<file path="config.mk">
export PLATFORM = sky130hd
export DESIGN_NAME = dma_group
export DESIGN_NICKNAME = d
export VERILOG_FILES = /design/src/source/dma_group_pkg.sv /design/src/source/dma_group.sv /design/src/source/dma_burst_splitter.sv /design/src/source/dma_spill_register.sv
export VERILOG_INCLUDE_DIRS = /design/src /design/src/source
export SDC_FILE = /design/constraint.sdc
export NUM_CORES = 1
export LEC_CHECK = 0
export BUFFER_PORTS_ARGS = -buffer_cell sky130_fd_sc_hd__buf_2
export CAP_MARGIN = 20
export CORE_MARGIN = 10
export CORE_UTILIZATION = 40
export CTS_BUF_LIST = sky130_fd_sc_hd__clkbuf_4 sky130_fd_sc_hd__clkbuf_8
export DETAILED_ROUTE_END_ITERATION = 12
export HOLD_SLACK_MARGIN = 0.1
export SLEW_MARGIN = 20
export SYNTH_ARGS = -nofsm -noshare
export SYNTH_HDL_FRONTEND = slang
export SYNTH_SLANG_ARGS = --single-unit
</file>
<file path="constraint.sdc">
create_clock -name clk_i -period 13.5 [get_ports clk_i]
set_clock_uncertainty 0.2 [all_clocks]
set_input_delay 2.7 -clock clk_i [delete_from_list [all_inputs] [get_ports clk_i]]
set_output_delay 2.7 -clock clk_i [all_outputs]
set_load 0.02 [all_outputs]
</file>
<file path="src/source/dma_group_cfg.svh">
// ~~~~~~~~~~~~~~~~~~~~~~~~~~~~~~~~~~~~~~
// DMA group configuration
// Backend count, region layout, widths
// ~~~~~~~~~~~~~~~~~~~~~~~~~~~~~~~~~~~~~~

`ifndef DMA_GROUP_CFG_SVH
`define DMA_GROUP_CFG_SVH

// Backend ports fed by the splitter
`define DMA_NUM_BACKENDS 4

// Interleaved region owned by one backend, power of two
`define DMA_REGION_BYTES 64

// Distributed TCDM window
`define DMA_TCDM_BASE 32'h0000_0000
`define DMA_TCDM_SIZE 32'h0000_1000

// Request field widths
`define DMA_ADDR_WIDTH 32
`define DMA_LEN_WIDTH 16

`endif
</file>
<file path="src/source/dma_group_pkg.sv">
// ~~~~~~~~~~~~~~~~~~~~~~~~~~~~~~~~~~~~~~
// DMA group types
// Burst request, backend status, port index
// ~~~~~~~~~~~~~~~~~~~~~~~~~~~~~~~~~~~~~~

`include "dma_group_cfg.svh"

package dma_group_pkg;

  // One 1D transfer, also used for every piece
  typedef struct packed {
    logic [`DMA_ADDR_WIDTH-1:0] src_addr;
    logic [`DMA_ADDR_WIDTH-1:0] dst_addr;
    logic [`DMA_LEN_WIDTH-1:0]  num_bytes;
  } dma_req_t;

  // Status reported by a backend and by the group
  typedef struct packed {
    logic busy;
  } dma_meta_t;

  // Backend port index
  typedef logic [$clog2(`DMA_NUM_BACKENDS)-1:0] backend_sel_t;

endpackage

</file>
<file path="src/source/dma_group.sv">
// ~~~~~~~~~~~~~~~~~~~~~~~~~~~~~~~~~~~~~~
// DMA group
// Input cut, burst splitter, port cuts
// ~~~~~~~~~~~~~~~~~~~~~~~~~~~~~~~~~~~~~~

`timescale 1ns/1ns

`include "dma_group_cfg.svh"

module dma_group
  import dma_group_pkg::*;
(
  input  logic                                clk_i,
  input  logic                                reset_i,
  // Burst request
  input  dma_req_t                            dma_req_i,
  input  logic                                dma_req_valid_i,
  output logic                                dma_req_ready_o,
  // Backend ports
  output dma_req_t  [`DMA_NUM_BACKENDS-1:0]   backend_req_o,
  output logic      [`DMA_NUM_BACKENDS-1:0]   backend_valid_o,
  input  logic      [`DMA_NUM_BACKENDS-1:0]   backend_ready_i,
  input  dma_meta_t [`DMA_NUM_BACKENDS-1:0]   backend_meta_i,
  // Group status
  output dma_meta_t                           dma_meta_o
);

  dma_req_t                        burst;
  logic                            burst_valid;
  logic                            burst_ready;

  dma_req_t                        piece;
  logic [`DMA_NUM_BACKENDS-1:0]    piece_valid;
  logic [`DMA_NUM_BACKENDS-1:0]    piece_ready;

  // Bit 0 is the input cut, bit p+1 the cut of port p
  logic [`DMA_NUM_BACKENDS:0]      cuts_occupied;

  dma_spill_register #(
    .T(dma_req_t)
  ) i_dma_req_register (
    .clk_i     (clk_i           ),
    .reset_i   (reset_i         ),
    .data_i    (dma_req_i       ),
    .valid_i   (dma_req_valid_i ),
    .ready_o   (dma_req_ready_o ),
    .data_o    (burst           ),
    .valid_o   (burst_valid     ),
    .ready_i   (burst_ready     ),
    .occupied_o(cuts_occupied[0])
  );

  dma_burst_splitter i_dma_burst_splitter (
    .clk_i          (clk_i         ),
    .reset_i        (reset_i       ),
    .burst_i        (burst         ),
    .burst_valid_i  (burst_valid   ),
    .burst_ready_o  (burst_ready   ),
    .piece_o        (piece         ),
    .piece_sel_o    (              ),
    .piece_valid_o  (piece_valid   ),
    .piece_ready_i  (piece_ready   ),
    .cuts_occupied_i(cuts_occupied ),
    .backend_meta_i (backend_meta_i),
    .meta_o         (dma_meta_o    )
  );

  for (genvar p = 0; p < `DMA_NUM_BACKENDS; p++) begin : gen_backend_cuts
    dma_spill_register #(
      .T(dma_req_t)
    ) i_backend_register (
      .clk_i     (clk_i               ),
      .reset_i   (reset_i             ),
      .data_i    (piece               ),
      .valid_i   (piece_valid[p]      ),
      .ready_o   (piece_ready[p]      ),
      .data_o    (backend_req_o[p]    ),
      .valid_o   (backend_valid_o[p]  ),
      .ready_i   (backend_ready_i[p]  ),
      .occupied_o(cuts_occupied[p + 1])
    );
  end

endmodule

</file>
<file path="src/source/dma_burst_splitter.sv">
// ~~~~~~~~~~~~~~~~~~~~~~~~~~~~~~~~~~~~~~
// DMA burst splitter
// Cuts bursts at region boundaries, routes
// each piece to its backend, merges busy
// ~~~~~~~~~~~~~~~~~~~~~~~~~~~~~~~~~~~~~~

`timescale 1ns/1ns

`include "dma_group_cfg.svh"

module dma_burst_splitter
  import dma_group_pkg::*;
(
  input  logic                                clk_i,
  input  logic                                reset_i,
  input  dma_req_t                            burst_i,
  input  logic                                burst_valid_i,
  output logic                                burst_ready_o,
  output dma_req_t                            piece_o,
  output backend_sel_t                        piece_sel_o,
  output logic      [`DMA_NUM_BACKENDS-1:0]   piece_valid_o,
  input  logic      [`DMA_NUM_BACKENDS-1:0]   piece_ready_i,
  input  logic      [`DMA_NUM_BACKENDS:0]     cuts_occupied_i,
  input  dma_meta_t [`DMA_NUM_BACKENDS-1:0]   backend_meta_i,
  output dma_meta_t                           meta_o
);

  localparam int unsigned region_bits = $clog2(`DMA_REGION_BYTES);
  localparam int unsigned sel_bits    = $bits(backend_sel_t);
  localparam int unsigned end_width   = `DMA_ADDR_WIDTH + 1;

  // Remaining part of the burst being split
  logic                       active_q;
  logic                       inside_q;
  logic [`DMA_ADDR_WIDTH-1:0] src_q;
  logic [`DMA_ADDR_WIDTH-1:0] dst_q;
  logic [`DMA_LEN_WIDTH-1:0]  left_q;

  logic [`DMA_ADDR_WIDTH-1:0] burst_rel;
  logic [end_width-1:0]       burst_end;
  logic                       burst_inside;
  logic                       burst_take;

  logic [`DMA_LEN_WIDTH-1:0]  room;
  logic [`DMA_LEN_WIDTH-1:0]  piece_len;
  logic                       piece_fire;
  logic                       piece_last;

  logic                       busy_d;
  dma_meta_t                  meta_q;

  // Window check on the incoming burst, relative to the window base.
  // A start below the base wraps to a huge offset and fails the check.
  assign burst_rel    = burst_i.dst_addr - `DMA_TCDM_BASE;
  assign burst_end    = end_width'(burst_rel) + end_width'(burst_i.num_bytes);
  assign burst_inside = burst_end <= end_width'(`DMA_TCDM_SIZE);

  // Bytes up to the next region boundary
  assign room = `DMA_LEN_WIDTH'(`DMA_REGION_BYTES)
              - `DMA_LEN_WIDTH'(dst_q[region_bits-1:0]);

  // Outside bursts go whole
  assign piece_len = (inside_q && (room < left_q)) ? room : left_q;

  // Port owning the current region
  assign piece_sel_o = inside_q ? dst_q[region_bits +: sel_bits] : '0;

  assign piece_o.src_addr  = src_q;
  assign piece_o.dst_addr  = dst_q;
  assign piece_o.num_bytes = piece_len;

  always_comb begin
    piece_valid_o = '0;
    if (active_q) begin
      piece_valid_o[piece_sel_o] = 1'b1;
    end
  end

  assign piece_fire = active_q && piece_ready_i[piece_sel_o];
  assign piece_last = piece_len == left_q;

  // Next burst may enter as the last piece leaves
  assign burst_ready_o = !active_q || (piece_fire && piece_last);
  assign burst_take    = burst_valid_i && burst_ready_o;

  always_ff @(posedge clk_i) begin
    if (reset_i) begin
      active_q <= 1'b0;
    end else if (burst_take) begin
      active_q <= 1'b1;
    end else if (piece_fire && piece_last) begin
      active_q <= 1'b0;
    end
  end

  always_ff @(posedge clk_i) begin
    if (burst_take) begin
      src_q    <= burst_i.src_addr;
      dst_q    <= burst_i.dst_addr;
      left_q   <= burst_i.num_bytes;
      inside_q <= burst_inside;
    end else if (piece_fire) begin
      // src follows dst by the same stride
      src_q  <= src_q + `DMA_ADDR_WIDTH'(piece_len);
      dst_q  <= dst_q + `DMA_ADDR_WIDTH'(piece_len);
      left_q <= left_q - piece_len;
    end
  end

  // Group busy: splitter, any cut, any backend
  always_comb begin
    busy_d = active_q || (|cuts_occupied_i);
    for (int unsigned p = 0; p < `DMA_NUM_BACKENDS; p++) begin
      busy_d = busy_d || backend_meta_i[p].busy;
    end
  end

  always_ff @(posedge clk_i) begin
    if (reset_i) begin
      meta_q <= '0;
    end else begin
      meta_q.busy <= busy_d;
    end
  end

  assign meta_o = meta_q;

  a_burst_len: assert property (@(posedge clk_i) disable iff (reset_i)
    burst_take |-> (burst_i.num_bytes != '0) && (burst_i.num_bytes[1:0] == 2'b00))
    else $error("burst length must be a nonzero multiple of 4");

  a_one_port: assert property (@(posedge clk_i) disable iff (reset_i)
    $onehot0(piece_valid_o))
    else $error("piece offered on more than one port");

endmodule

</file>
<file path="src/source/dma_spill_register.sv">
// ~~~~~~~~~~~~~~~~~~~~~~~~~~~~~~~~~~~~~~
// Spill register
// Two-slot valid/ready cut, any payload
// ~~~~~~~~~~~~~~~~~~~~~~~~~~~~~~~~~~~~~~

`timescale 1ns/1ns

module dma_spill_register #(
  parameter type T = logic
) (
  input  logic clk_i,
  input  logic reset_i,
  input  T     data_i,
  input  logic valid_i,
  output logic ready_o,
  output T     data_o,
  output logic valid_o,
  input  logic ready_i,
  output logic occupied_o
);

  // Slot a takes new data, slot b catches it on a stall
  T     a_data_q;
  logic a_full_q;
  T     b_data_q;
  logic b_full_q;

  logic a_fill;
  logic a_drain;
  logic b_fill;
  logic b_drain;

  assign a_fill  = valid_i && ready_o;
  assign a_drain = a_full_q && !b_full_q;
  assign b_fill  = a_drain && !ready_i;
  assign b_drain = b_full_q && ready_i;

  always_ff @(posedge clk_i) begin
    if (reset_i) begin
      a_full_q <= 1'b0;
      b_full_q <= 1'b0;
    end else begin
      if (a_fill || a_drain) begin
        a_full_q <= a_fill;
      end
      if (b_fill || b_drain) begin
        b_full_q <= b_fill;
      end
    end
  end

  always_ff @(posedge clk_i) begin
    if (a_fill) begin
      a_data_q <= data_i;
    end
    if (b_fill) begin
      b_data_q <= a_data_q;
    end
  end

  // Ready only drops with both slots taken
  assign ready_o    = !a_full_q || !b_full_q;
  assign valid_o    = a_full_q || b_full_q;
  // Older entry sits in b
  assign data_o     = b_full_q ? b_data_q : a_data_q;
  assign occupied_o = a_full_q || b_full_q;

  a_hold_stalled: assert property (@(posedge clk_i) disable iff (reset_i)
    valid_o && !ready_i |=> valid_o && $stable(data_o))
    else $error("spill register output changed while stalled");

endmodule

</file>
# [Yosys cells after proc, flatten, opt, wreduce, memory -nomap -nowiden]
# Index checks and enable logic that the tools add are counted.
[word_totals] register_bits=893 inputBits=91
[classes] n_mux=20 eq_ne=1 add_sub_neg=5 n_lt_le_gt_ge=4 n_reduce_logical=70
[op_table] operator="80-bit two-way mux" n=5
[op_table] operator="32-bit two-way mux" n=4
[op_table] operator="32-bit by 16-bit adder with 32-bit output" n=2
[op_table] operator="16-bit two-way mux" n=3
[op_table] operator="32-bit by 16-bit adder with 33-bit output" n=1
[op_table] operator="33-bit by 13-bit <= comparator with 1-bit output (second input constant)" n=1
[op_table] operator="1-bit logical OR" n=26
[op_table] operator="1-bit logical AND" n=25
[op_table] operator="16-bit equality test" n=1
[op_table] operator="1-bit logical NOT" n=16
[op_table] operator="16-bit < comparator" n=1
[op_table] operator="16-bit subtractor" n=1
[op_table] operator="7-bit by 6-bit subtractor with 8-bit output (first input constant)" n=1
[op_table] operator="5-bit OR reduction" n=1
[op_table] operator="1-bit two-way mux" n=4
[op_table] operator="4-bit two-way mux" n=1
[op_table] operator="2-bit nonzero test" n=2
[op_table] operator="2-bit by 3-bit < comparator with 1-bit output (second input constant)" n=1
[op_table] operator="1-bit binary-select mux with 2-bit select" n=1
[op_table] operator="1-bit demux with 2-bit select" n=1
[op_table] operator="2-bit by 1-bit >= comparator with 1-bit output (second input constant)" n=1
[op_table] operator="2-bit two-way mux" n=1

# [Logic depth before layout (Yosys ltp)]
[depth] word_depth=10 ltp_mapped=23 ltp_nobuf=21

# [Hierarchy]
# Synthesis repeated with hierarchy kept, for this count alone.
[hier_totals] hier_cells=2193 area_unflattened_um2=37960.2
[modules_own_cells] module="dma_spill_register" seq_area_each_um2=4844.6 cells_per_inst=259 area_per_inst_um2=6092.1 instances=5
[modules_own_cells] module="dma_burst_splitter" seq_area_each_um2=2472.4 cells_per_inst=898 area_per_inst_um2=7499.7 instances=1

# [Worst setup path after synthesis]
# No wires, ideal clock.
[synth_path] kind="reg-to-reg" from="reg i_dma_burst_splitter.dst_q[1]" to="reg i_dma_req_register.b_data_q[0] (netlist name), enable pin" setup_time_ns=0.633 arrival_ns=9.176 path_slack_ns=3.491 period_less_slack_ns=10.009 required_ns=12.667 path_stages_with_launch=17 cell_sequence="edfxtp_1 > inv_1 > ha_1 > nand2_1 > xor2_1 > ha_1 > nand3_1 > o211a_1 > a211oi_2 > buf_2 > mux2_2 > inv_1 > ha_1 > and4_1 > nand4_1 > o41ai_4 > nor3b_1"
[synth_rtl] element="from (decl)" line_no="dma_burst_splitter.sv:36" source="logic [`DMA_ADDR_WIDTH-1:0] dst_q;"
[synth_rtl] element="from (signal assigned)" line_no="dma_burst_splitter.sv:99" source="dst_q <= burst_i.dst_addr;"
[synth_rtl] element="from (signal assigned)" line_no="dma_burst_splitter.sv:105" source="dst_q <= dst_q + `DMA_ADDR_WIDTH'(piece_len);"
[synth_rtl] element="to (signal assigned)" line_no="dma_spill_register.sv:57" source="b_data_q <= a_data_q;"
[synth_rtl] element="to (decl)" line_no="dma_spill_register.sv:25" source="T b_data_q;"

==> impl_metrics.py <==
metrics = {
    "layout": {
        "multi_input_area_um2": 9789,
        "fillers": 7891,
        "syn2layout_area_growth_pct": 17.42,
        "nNetsFinal": 2878,
        "register_area_um2": 26710,
        "drive_above_1_share": 0.3850,
    },
    "timing": {
        "fin_crit_sh": 0.4999,
        "holdWs_ns": 0.2125,
        "relSlewSlack": 0.2187,
        "final-setup-viol-count": 0,
        "final_max_slew_viol_count": 0,
        "fmax_mhz": 148.2,
        "worst_pin_slew_ns": 1.169,
        "finalCriticalPeriod_ns": 6.749,
        "hold_viol": 0,
        "fin_tns_setup_ns": 0,
        "rsz0062_at_grt": "false",
    },
    "floorplanning": {
        "core_um2": 91660,
        "pin_count": 417,
        "rows": 111,
        "die_h_um": 323.8,
        "die_w_um": 323.8,
        "initial_core_util": 0.4028,
        "die-area_um2": 104900,
    },
    "clocking": {
        "cts_resized": 0,
        "cts.sink_count": 893,
        "cts-hold-fix-buffers": 0,
        "cts_made_buffers": 151,
        "htree_levels": 4,
        "tritoncts": "done",
        "post_cts.repair.setup_buffers": 0,
        "clk_pin_slew_worst_paths_ns": 0.06,
        "clockBufferDepth": 3,
        "clockRootBuffer": "clkbuf_8",
        "insertion_delay_ns": 0.84,
    },
    "synth": {
        "synth_cell_type_count": 78,
        "synth-compound-area-share": 0.05479,
        "synth_nets": 2360,
        "synth_top_cell_area_share": 0.7165,
        "synth_edf_count": 881,
        "syn_area_per_cell_um2": 16.76,
        "synth_warnings": 0,
        "yosys-mux-area-fraction": 0.1211,
        "async_reset_ff_frac": 0,
        "synth_xor_area_frac": 0.01423,
        "synth-simple-area-share": 0.04917,
        "synth-main-ff-cell": "edfxtp_1",
        "synth-seq-area-share": 0.7230,
        "synth-adder-area-share": 0.02318,
        "postSynthCellCount": 2203,
        "synth_area_leaders": "edfxtp_1 72%, mux2_2 11%, ha_1 2.1%, a21oi_1 1.2%, nand2_1 0.91%",
        "synth_top_area_cell": "edfxtp_1",
        "synth_seq_cells": 893,
        "syn_area_um2": 36920,
        "synth_top_family_by_area": "multiplexers",
    },
    "placed_design": {
        "place_hpwl_mm": 70.57,
        "place_congestion": 0.9012,
        "io_buffer_count": 416,
    },
    "setup_path": {
        "setup.worst_path.start_class": "flip-flop",
        "crit_required_ns": 13.85,
        "worstSetupStartpoint": "i_dma_burst_splitter.dst_q[1]",
        "critical_path_class": "reg -> reg",
        "r2r_start": "i_dma_burst_splitter.dst_q[1]",
        "end_kind": "flip-flop",
        "cp_max_fo": 53,
        "worstPathArrival_ns": 7.10,
    },
    "global_route": {
        "grt_max_degree": 78,
        "grt_first_pass_wirelength_mm": 149.8,
        "antenna_found_initial": 10,
        "grt-ovfl-total": 0,
        "track_usage": 0.1952,
        "first_global_vias": 22100,
    },
    "power_and_ir_drop": {
        "p_per_area_nw_per_um2": 177.7,
        "p_leak_nw": 15.05,
        "ir_worst_vdd_uv": 118.5,
    },
    "route": {
        "vias": 21470,
        "firstDrtPassIters": 5,
        "wl_mm": 104.4,
        "drcViolationCount": 0,
        "viasPerCell": 5.355,
        "routedWlPerCell_um": 26.04,
        "final_antenna_net_count": 0,
        "drt_iter0_drc": 1908,
    },
    "hold_path": {
        "hp-class": "reg -> reg",
    },
    "run": {
        "maxCapViolations": 0,
    },
    "run_status": {
        "status": "finished, final reports clean",
    },
}
-- layer usage --
layer  part of all wire  global-route usage  up-vias
met5            0.00011                   0        -
met1               0.43              0.2573    10900
met3              0.058             0.04168      160
met2               0.48              0.3182      721
li1                   -                   -     9682
met4              0.026             0.06536        2
-- Yosys cell counts (5+ instances only) --
cell type	count
edfxtp_1	881
mux2_2	373
nand2_1	90
a21oi_1	89
nor2_1	78
ha_1	62
o21ai_0	55
clkbuf_1	52
inv_1	40
nor2b_1	33
xnor2_1	31
nand3_1	30
xor2_1	29
mux2i_1	27
a211oi_1	26
nor3_1	25
a31oi_1	17
o21a_1	17
a21o_1	15
and3_1	14
buf_2	14
nand4_1	14
nor3b_1	14
dfxtp_1	12
o31ai_1	12
nand2b_1	11
o211ai_1	10
or3_1	10
and2_1	8
buf_1	7
buf_4	7
or4_1	5
-- worst max-delay path, stage by stage, from the launching register on --
cell and delay (ns):
edfxtp_1 0.50, inv_1 0.15, ha_1 0.21, nand2_1 0.10
xor2_1 0.16, ha_1 0.31, nand3_1 0.07, o211a_1 0.24
a211oi_4 0.66, o21ai_0 0.54, ha_1 0.47, and4_1 0.20
nand4_1 0.18, o41ai_4 0.40, o21ai_4 0.36, buf_4 0.45
inv_2 0.42, buf_4 0.50, a221oi_1 0.11, a21o_1 0.18
-- cell families after synthesis --
family / count (synthesis)
DFF: 893
muxes: 400
and+or+nand+nor: 356
AOI/OAI and AO/OA: 303
buffers and inverters: 125
adders and majority gates: 66
xor gates and xnor gates: 60
-- power breakdown --
part           internal (mW)  switching [mW]
clock                   1.23            1.08
sequential              3.43           0.237
combinational          0.671            1.06
-- per-stage QoR --
stage,utilization,cells,worst slack [ns],power [mW],instance area (um2)
finish,0.4730,4009,6.751,7.706,43350
CTS,0.4724,4003,6.482,7.769,43300
floorplan,-,2203,3.491,4.842,36920
global placement,0.4412,3751,6.697,5.395,40440
detailed placement,0.4418,3753,6.526,5.437,40500
global route,0.4730,4009,6.294,8.124,43350
-- cells in the final DEF, fill, tap and decap left out, types with 30 or more instances in the layout --
cell / count
edfxtp_1: 881
buf_2: 416
mux2_2: 373
clkbuf_8: 153
nand2_1: 90
a21oi_1: 85
nor2_1: 78
ha_1: 62
o21ai_0: 54
clkbuf_4: 50
inv_1: 40
nor2b_1: 33
xnor2_1: 31
nand3_1: 30
-- cell type report --
| class | instances | share of cell area |
|---|---|---|
| Antenna cell | 5 | 0.0002886 |
| Clock buffer | 203 | 0.05723 |
| Clock inverter | 47 | 0.007504 |
| Inverter | 41 | 0.003550 |
| Multi-Input combinational cell | 1185 | 0.2258 |
| Sequential cell | 893 | 0.6162 |
| Tap cell | 1186 | 0.03423 |
| Timing Repair Buffer | 449 | 0.05521 |
-- sequential cells by signal (all words and copies together), names as in the netlist, 4 cells and up --
name                                          count
gen_backend_cuts.i_backend_register.a_data_q    320
gen_backend_cuts.i_backend_register.a_full_q      4
gen_backend_cuts.i_backend_register.b_data_q    320
gen_backend_cuts.i_backend_register.b_full_q      4
i_dma_burst_splitter.dst_q                       32
i_dma_burst_splitter.left_q                      16
i_dma_burst_splitter.src_q                       32
i_dma_req_register.a_data_q                      80
i_dma_req_register.b_data_q                      80
-- worst paths after layout --
check / cells after the start / end / slack [ns]
max reg2reg: 19 / i_dma_burst_splitter.left_q[14] / 6.75
max: 19 / i_dma_burst_splitter.left_q[14] / 6.75
min: 0 / flip-flop / 0.21
min reg2reg: 0 / flip-flop / 0.21
No activity file was read; power rests on OpenSTA's default activity.
